## config.mk

```make
export PLATFORM = sky130hd
export DESIGN_NAME = hbm_read_top
export DESIGN_NICKNAME = d
export VERILOG_FILES = /design/src/hbm_read_pkg.sv /design/src/sync_fifo.sv /design/src/edge_request_stage.sv /design/src/read_addr_issuer.sv /design/src/hbm_read_top.sv
export SDC_FILE = /design/constraint.sdc
export NUM_CORES = 1
export LEC_CHECK = 0
export BUFFER_PORTS_ARGS = -buffer_cell sky130_fd_sc_hd__clkbuf_2
export CORE_MARGIN = 5
export CORE_UTILIZATION = 30
export CTS_CLUSTER_DIAMETER = 100
export CTS_CLUSTER_SIZE = 30
export DETAILED_ROUTE_END_ITERATION = 16
export GPL_ROUTABILITY_DRIVEN = 0
export SYNTH_ARGS = -nofsm -noshare
export SYNTH_HDL_FRONTEND = slang
export SYNTH_SLANG_ARGS = --single-unit
```

## constraint.sdc

```tcl
create_clock -name aclk -period 3.1 [get_ports aclk]
set_input_delay 0.465 -clock aclk [delete_from_list [all_inputs] [get_ports aclk]]
set_output_delay 0.465 -clock aclk [all_outputs]
set_load 0.01 [all_outputs]
```

## src/hbm_read_pkg.sv

```systemverilog
/*
  Shared widths, types and channel structs of the HBM channel read controller.
  Imported by the RTL modules and the testbench.
*/
package hbm_read_pkg;

  ////////////////////
  // widths
  ////////////////////

  // byte address on the AXI side
  localparam int addr_width = 32;
  // one HBM word, which is one edge entry
  localparam int data_width = 32;
  // bytes per word, used to word-align the software offset
  localparam int word_bytes = data_width / 8;

  typedef logic [addr_width-1:0] addr_t;
  typedef logic [data_width-1:0] data_t;

  ////////////////////
  // AXI channels
  ////////////////////

  // read address channel, single beat so len stays 0
  typedef struct packed {
    logic       valid;
    addr_t      addr;
    logic [7:0] len;
  } ar_req_t;

  // read data channel
  typedef struct packed {
    logic  valid;
    data_t data;
    logic  last;
  } r_beat_t;

  // edge request stage states
  typedef enum logic [1:0] {
    stage_idle    = 2'd0,
    stage_running = 2'd1
  } stage_state_t;

endpackage

```

## src/sync_fifo.sv

```systemverilog
/*
  Synchronous first-word-fall-through FIFO on a register array.
  The head entry is always present on rd_data while empty is low.
  Holds both the edge addresses and the returned edge words.
*/
module sync_fifo #(
  parameter int width = 32,
  parameter int depth = 4
) (
  input  logic                   aclk,
  input  logic                   areset,
  input  logic                   wr_en,
  input  logic [width-1:0]       wr_data,
  input  logic                   rd_en,
  output logic [width-1:0]       rd_data,
  output logic                   empty,
  output logic                   full,
  output logic [$clog2(depth):0] count
);

  localparam int ptr_width = (depth > 1) ? $clog2(depth) : 1;
  localparam int count_width = $clog2(depth) + 1;
  localparam logic [ptr_width-1:0] last_ptr = ptr_width'(depth - 1);

  logic [width-1:0] mem [depth];
  logic [ptr_width-1:0] wr_ptr;
  logic [ptr_width-1:0] rd_ptr;
  logic do_write;
  logic do_read;

  // a write while full or a read while empty is simply ignored
  assign do_write = wr_en && !full;
  assign do_read = rd_en && !empty;

  ////////////////////
  // storage
  ////////////////////

  always_ff @(posedge aclk) begin
    if (do_write) begin
      mem[wr_ptr] <= wr_data;
    end
  end

  // fall-through head, no read latency
  assign rd_data = mem[rd_ptr];

  ////////////////////
  // pointers and count
  ////////////////////

  always_ff @(posedge aclk) begin
    if (areset) begin
      wr_ptr <= '0;
      rd_ptr <= '0;
      count  <= '0;
    end else begin
      // pointers wrap at the last slot, so any depth works
      if (do_write) begin
        wr_ptr <= (wr_ptr == last_ptr) ? '0 : wr_ptr + 1'b1;
      end
      if (do_read) begin
        rd_ptr <= (rd_ptr == last_ptr) ? '0 : rd_ptr + 1'b1;
      end
      // simultaneous write and read leaves the count unchanged
      case ({do_write, do_read})
        2'b10:   count <= count + 1'b1;
        2'b01:   count <= count - 1'b1;
        default: count <= count;
      endcase
    end
  end

  assign empty = (count == '0);
  assign full = (count == count_width'(depth));

endmodule

```

## src/edge_request_stage.sv

```systemverilog
/*
  Front end of the read controller.
  ctrl_start latches the word-aligned base offset and arms the stage. Each
  accepted edge address is offset and written into the address FIFO.
*/
module edge_request_stage import hbm_read_pkg::*; #(
  parameter int max_outstanding = 4
) (
  input  logic                             aclk,
  input  logic                             areset,
  input  logic                             ctrl_start,
  input  addr_t                            ctrl_addr_offset,
  input  addr_t                            edge_addr,
  input  logic                             edge_addr_valid,
  input  logic                             fifo_full,
  input  logic [$clog2(max_outstanding):0] fifo_count,
  output logic                             wr_en,
  output addr_t                            wr_data,
  output logic                             full,
  output logic                             stage_full
);

  localparam int count_width = $clog2(max_outstanding) + 1;
  // warning level at half of the address FIFO
  localparam logic [count_width-1:0] half_depth = count_width'(max_outstanding / 2);
  localparam logic [count_width-1:0] last_slot = count_width'(max_outstanding - 1);
  // clears the byte-within-word bits
  localparam addr_t align_mask = ~addr_t'(word_bytes - 1);

  stage_state_t state;
  addr_t offset_r;
  logic pending_fill;
  logic accept;

  ////////////////////
  // control
  ////////////////////

  // offset is captured on the same edge as ctrl_start
  always_ff @(posedge aclk) begin
    if (ctrl_start) begin
      offset_r <= ctrl_addr_offset & align_mask;
    end
  end

  // idle until the first start, then stays armed
  always_ff @(posedge aclk) begin
    if (areset) begin
      state <= stage_idle;
    end else begin
      case (state)
        stage_idle:    state <= ctrl_start ? stage_running : stage_idle;
        stage_running: state <= stage_running;
        default:       state <= stage_idle;
      endcase
    end
  end

  ////////////////////
  // address path
  ////////////////////

  // the registered write not yet in the FIFO would take its last slot
  assign pending_fill = wr_en && (fifo_count == last_slot);

  // no ready on the edge side, a rejected address is lost
  assign accept = edge_addr_valid && (state == stage_running) && !fifo_full && !pending_fill;

  always_ff @(posedge aclk) begin
    if (areset) begin
      wr_en <= 1'b0;
    end else begin
      wr_en <= accept;
    end
  end

  // sum registered here, written into the FIFO on the next edge
  always_ff @(posedge aclk) begin
    if (accept) begin
      wr_data <= offset_r + edge_addr;
    end
  end

  assign full = fifo_full;
  assign stage_full = (fifo_count >= half_depth);

endmodule

```

## src/read_addr_issuer.sv

```systemverilog
/*
  Issues single-beat AXI4 reads from the head of the address FIFO.
  A credit counter caps the reads whose data has not yet left the controller,
  which keeps the data FIFO from overflowing with rready held high.
*/
module read_addr_issuer import hbm_read_pkg::*; #(
  parameter int max_outstanding = 4
) (
  input  logic    aclk,
  input  logic    areset,
  input  logic    fifo_empty,
  input  addr_t   fifo_head,
  output logic    fifo_pop,
  output ar_req_t m_axi_ar,
  input  logic    m_axi_arready,
  input  logic    credit_return
);

  localparam int credit_width = $clog2(max_outstanding + 1);
  localparam logic [credit_width-1:0] credit_max = credit_width'(max_outstanding);

  logic [credit_width-1:0] credit_count;
  logic ar_valid;
  logic ar_xfer;
  logic credit_free;

  assign credit_free = (credit_count != '0);
  assign ar_xfer = ar_valid && m_axi_arready;

  ////////////////////
  // AR channel
  ////////////////////

  // valid rises one cycle after a head shows up with a credit free
  // and then holds until arready
  always_ff @(posedge aclk) begin
    if (areset) begin
      ar_valid <= 1'b0;
    end else if (!ar_valid) begin
      ar_valid <= !fifo_empty && credit_free;
    end else if (m_axi_arready) begin
      ar_valid <= 1'b0;
    end
  end

  // the head does not move before the pop, so the address stays stable
  always_comb begin
    m_axi_ar.valid = ar_valid;
    m_axi_ar.addr  = fifo_head;
    m_axi_ar.len   = 8'd0;
  end

  assign fifo_pop = ar_xfer;

  ////////////////////
  // credits
  ////////////////////

  // one credit per AR transfer, returned when the word leaves on edge_data
  always_ff @(posedge aclk) begin
    if (areset) begin
      credit_count <= credit_max;
    end else begin
      case ({ar_xfer, credit_return})
        2'b10:   credit_count <= credit_count - 1'b1;
        2'b01:   credit_count <= credit_count + 1'b1;
        default: credit_count <= credit_count;
      endcase
    end
  end

endmodule

```

## src/hbm_read_top.sv

```systemverilog
/*
  HBM channel read controller, top level.
  Edge addresses flow through the request stage and the address FIFO to the
  AR issuer; read data returns through the data FIFO to the edge_data stream.
*/
module hbm_read_top import hbm_read_pkg::*; #(
  parameter int max_outstanding = 4
) (
  input  logic    aclk,
  input  logic    areset,
  // software control
  input  logic    ctrl_start,
  input  addr_t   ctrl_addr_offset,
  // accelerator edge requests
  input  addr_t   edge_addr,
  input  logic    edge_addr_valid,
  output logic    full,
  output logic    stage_full,
  // AXI4 read master
  output ar_req_t m_axi_ar,
  input  logic    m_axi_arready,
  input  r_beat_t m_axi_r,
  output logic    m_axi_rready,
  // returned edge words
  output data_t   edge_data,
  output logic    edge_data_valid,
  input  logic    edge_data_ready
);

  localparam int count_width = $clog2(max_outstanding) + 1;

  // address path
  logic addr_wr_en;
  addr_t addr_wr_data;
  addr_t addr_head;
  logic addr_empty;
  logic addr_full;
  logic [count_width-1:0] addr_count;
  logic addr_pop;

  // data path
  logic data_wr_en;
  logic data_empty;
  logic data_pop;

  ////////////////////
  // request side
  ////////////////////

  edge_request_stage #(
    .max_outstanding (max_outstanding)
  ) u_edge_request_stage (
    .aclk             (aclk),
    .areset           (areset),
    .ctrl_start       (ctrl_start),
    .ctrl_addr_offset (ctrl_addr_offset),
    .edge_addr        (edge_addr),
    .edge_addr_valid  (edge_addr_valid),
    .fifo_full        (addr_full),
    .fifo_count       (addr_count),
    .wr_en            (addr_wr_en),
    .wr_data          (addr_wr_data),
    .full             (full),
    .stage_full       (stage_full)
  );

  sync_fifo #(
    .width (addr_width),
    .depth (max_outstanding)
  ) u_addr_fifo (
    .aclk    (aclk),
    .areset  (areset),
    .wr_en   (addr_wr_en),
    .wr_data (addr_wr_data),
    .rd_en   (addr_pop),
    .rd_data (addr_head),
    .empty   (addr_empty),
    .full    (addr_full),
    .count   (addr_count)
  );

  read_addr_issuer #(
    .max_outstanding (max_outstanding)
  ) u_read_addr_issuer (
    .aclk          (aclk),
    .areset        (areset),
    .fifo_empty    (addr_empty),
    .fifo_head     (addr_head),
    .fifo_pop      (addr_pop),
    .m_axi_ar      (m_axi_ar),
    .m_axi_arready (m_axi_arready),
    .credit_return (data_pop)
  );

  ////////////////////
  // return side
  ////////////////////

  // data FIFO holds every read in flight, so rready never has to drop
  assign m_axi_rready = ~areset;
  assign data_wr_en = m_axi_r.valid & m_axi_rready;

  sync_fifo #(
    .width (data_width),
    .depth (max_outstanding)
  ) u_data_fifo (
    .aclk    (aclk),
    .areset  (areset),
    .wr_en   (data_wr_en),
    .wr_data (m_axi_r.data),
    .rd_en   (data_pop),
    .rd_data (edge_data),
    .empty   (data_empty),
    .full    (),
    .count   ()
  );

  assign edge_data_valid = ~data_empty;
  // an output transfer also hands the credit back to the issuer
  assign data_pop = edge_data_valid & edge_data_ready;

endmodule

```

==> flow_metrics.env <==
export IMPL_status="finished clean"
export IMPL_hp_class="input pin to register"
export IMPL_overflow=0
export IMPL_synth_top_family_by_area="multiplexers"
export IMPL_endpoint_kind="register"
export IMPL_synth_flop_cell="edfxtp_1"
export IMPL_fin_nets=1116
export IMPL_worstSetupPathType="register to register"
export IMPL_power_switching_mw=2.43
export IMPL_vias=7371
export IMPL_pwr_share_seq_pct=56.6
export IMPL_ir_drop_mv=0.425
export IMPL_yosysTopAreaCell="edfxtp_1"
export IMPL_clock_latency_ps=510
export IMPL_p_sw_share_pct=25.5
export IMPL_synth_seq_area_share_pct=71.2
export IMPL_cts_tree="built"
export IMPL_skew_ps=27.9
export IMPL_port_buffers=169
export IMPL_cts_sinks=342
export IMPL_place_hpwl_um=18900
export IMPL_antenna_left=0
export IMPL_startpoint_type="register"
export IMPL_path_cells="ha_1 > inv_1 > fa_1 > and2b_1 > o211ai_2 > a2111oi_4 > nor3b_2 > o41ai_2 > xor2_1"
export IMPL_setup_viol=0
export IMPL_cts_buffers_inserted=17
export IMPL_synth_area_leaders="edfxtp_1 68%, mux4_2 10%, ha_1 3.7%, dfxtp_1 3.4%, a21oi_1 1.5%"
export IMPL_netlist_area_um2=14100
export IMPL_postLayoutCellArea_um2=16200
export IMPL_ys_async_sr_fraction_pct=0
export IMPL_dr_first_iter_drc_count=516
export IMPL_p_int_mw=7.08
export IMPL_cts_hold_buffers=0
export IMPL_ys_types=59
export IMPL_synth_area_per_cell_um2=17.8
export IMPL_clkPwrFrac_pct=26.7
export IMPL_slew_viol_final=0
export IMPL_die_w_um=227
export IMPL_synth_edff_count=318
export IMPL_cp_num_buf_inv=1
export IMPL_grt_pass1_vias=7631
export IMPL_worst_path_max_delay_cell="fa_1"
export IMPL_p_leak_nw=5.55
export IMPL_wl_per_cell_um=17.4
export IMPL_cp_top_family="compound AO/OA/AOI/OAI gates"
export IMPL_rows=79
export IMPL_synth_compound_area_share_pct=5.53
export IMPL_coreArea_um2=46500
export IMPL_min_period_ps=2530
export IMPL_clkSlewWorstSetupHoldPaths_ps=110
export IMPL_worstPathArrival_ps=2790
export IMPL_routed_wirelength_um=27500
export IMPL_h_tree_depth=1
export IMPL_powerDensity_nw_per_um2=586
export IMPL_min_period_over_period_pct=81.7
export IMPL_antenna_found_initial=0
export IMPL_tns_ps=0
export IMPL_netlist_area_leader_share_pct=67.8
export IMPL_synth_seq_cells=342
export IMPL_max_cap_viol_count=0
export IMPL_fmax_mhz=395
export IMPL_clockBufferDepth=3
export IMPL_die_area_um2=51400
export IMPL_first_pass_iters=4
export IMPL_syn_inst=793
export IMPL_synthAdderAreaFrac_pct=4.30
export IMPL_grt_pass1_wl_um=42800
export IMPL_worst_slew_pin_slew_ps=812
export IMPL_dieHeight_um=227
export IMPL_post_cts_buffers=0
export IMPL_track_usage_pct=10.6
export IMPL_slew_headroom_pct=45.9
export IMPL_path_max_fanout=5
export IMPL_synthMuxAreaShare_pct=10.4
export IMPL_grt_max_degree=34
export IMPL_pin_count=181
export IMPL_pwr_share_comb_pct=16.7
export IMPL_synthXorXnorAreaFrac_pct=1.93
export IMPL_cp_required_ps=3360
export IMPL_cts_resized=0
export IMPL_finish_utilization_pct=34.9
export IMPL_cts_root_buf="clkbuf_16"
export IMPL_viasPerCell=4.66
export IMPL_most_common_layout_cells="318 x edfxtp_1, 169 x clkbuf_2, 64 x mux4_2"
export IMPL_rsz0062_at_grt="false"
export IMPL_final_hold_viol_count=0
export IMPL_diodes=0
export IMPL_final_common_cell="edfxtp_1"
export IMPL_drive_gt1_share_pct=29.9
export IMPL_max_stage_delay_ps=390
export IMPL_drc_errors=0
export IMPL_yosys_warnings=0
export IMPL_yosys_area_share_simple_pct=4.52
export IMPL_area_growth_pct=15.1
export IMPL_placed_cell_area_um2=15700
export IMPL_start_util_pct=30.3
[worst paths after layout]
check	startpoint	end	slack, ps	cells past startpoint
setup / recovery	u_edge_request_stage.offset_r[2]$_DFFE_PP_	u_edge_request_stage.wr_data[24]$_DFFE_PP_	570	9
hold / removal	ctrl_addr_offset[4]	u_edge_request_stage.offset_r[4]$_DFFE_PP_	120	1
setup reg to reg	u_edge_request_stage.offset_r[2]$_DFFE_PP_	u_edge_request_stage.wr_data[24]$_DFFE_PP_	570	9
hold reg to reg	u_addr_fifo.rd_ptr[1]$_SDFFE_PP0P_	u_addr_fifo.rd_ptr[1]$_SDFFE_PP0P_	490	2
[per-stage QoR]
step | cells | power [mW] | hold slack (ps) | worst slack [ps]
after floorplan | 800 | 6.57 | 438 | 271
after global placement | 1554 | 7.08 | 461 | 367
after detailed placement | 1554 | 7.12 | 478 | 358
after CTS | 1581 | 9.68 | 86.7 | 560
after global routing | 1581 | 10.0 | 82.2 | 382
final | 1581 | 9.51 | 118 | 567
[worst reg2reg max path: cells and delay by family (launching register included)]
kind | cells | cell delay, ps
buf+inv | 1 | 70
compound gates | 3 | 760
simple gates | 2 | 390
fa+ha+maj | 2 | 600
xor+xnor | 1 | 110
flops | 1 | 350
[kinds of logic (layout without fill, tap and decap cells)]
group	after synthesis	in the layout
other	1	8
DFF	342	342
xor gates and xnor gates	31	31
AOI/OAI and AO/OA	109	109
and+or+nand+nor	131	131
muxes	66	66
adders and majority gates	46	46
buffers and inverters	67	241
[Yosys cell counts, drive strengths merged (7+ instances only)]
| master | count |
|---|---|
| o21ai | 21 |
| xnor2 | 16 |
| buf | 22 |
| xor2 | 15 |
| mux4 | 64 |
| nand2 | 40 |
| ha | 42 |
| o211ai | 8 |
| and3 | 7 |
| edfxtp | 318 |
| nor3 | 12 |
| nand3 | 12 |
| clkbuf | 14 |
| a21oi | 42 |
| dfxtp | 24 |
| nor2 | 32 |
| inv | 31 |
[registers in the layout, indices dropped and copies added, names as in the netlist, named ones only]
signal,count
u_data_fifo.count,3
u_read_addr_issuer.ar_valid,1
u_addr_fifo.count,3
u_data_fifo.wr_ptr,2
u_data_fifo.mem,128
u_read_addr_issuer.credit_count,3
u_addr_fifo.wr_ptr,2
u_edge_request_stage.wr_data,32
u_addr_fifo.mem,128
u_addr_fifo.rd_ptr,2
u_edge_request_stage.offset_r,30
u_edge_request_stage.wr_en,1
u_data_fifo.rd_ptr,2
u_edge_request_stage.state,1
[power by group through the flow]
stage / Clock [mW] / Sequential, mW / Combinational [mW]
finish: 2.54 / 5.39 / 1.59
detailed placement: 0 / 5.50 / 1.62
floorplan: 0 / 5.46 / 1.11
global route: 2.84 / 5.41 / 1.77
CTS: 2.66 / 5.39 / 1.63
global placement: 0 / 5.48 / 1.60
[metal layers]
layer	share of wire [%]	vias up	global-route usage, %
met2	50	159	18.3
met4	2.1	0	2.64
li1	-	3453	-
met5	0	-	0
met1	43	3723	13.9
met3	5.0	36	1.83
[layout make-up]
cell class                      instances  area [um2]
Timing Repair Buffer                  183         976
Tap cell                              607         759
Sequential cell                       342       10000
Inverter                               31         116
Multi-Input combinational cell        391        3800
Clock inverter                          6        93.8
Fill cell                            4418       30200
Clock buffer                           21         440
Note: power is estimated with default switching activity, not from simulation.
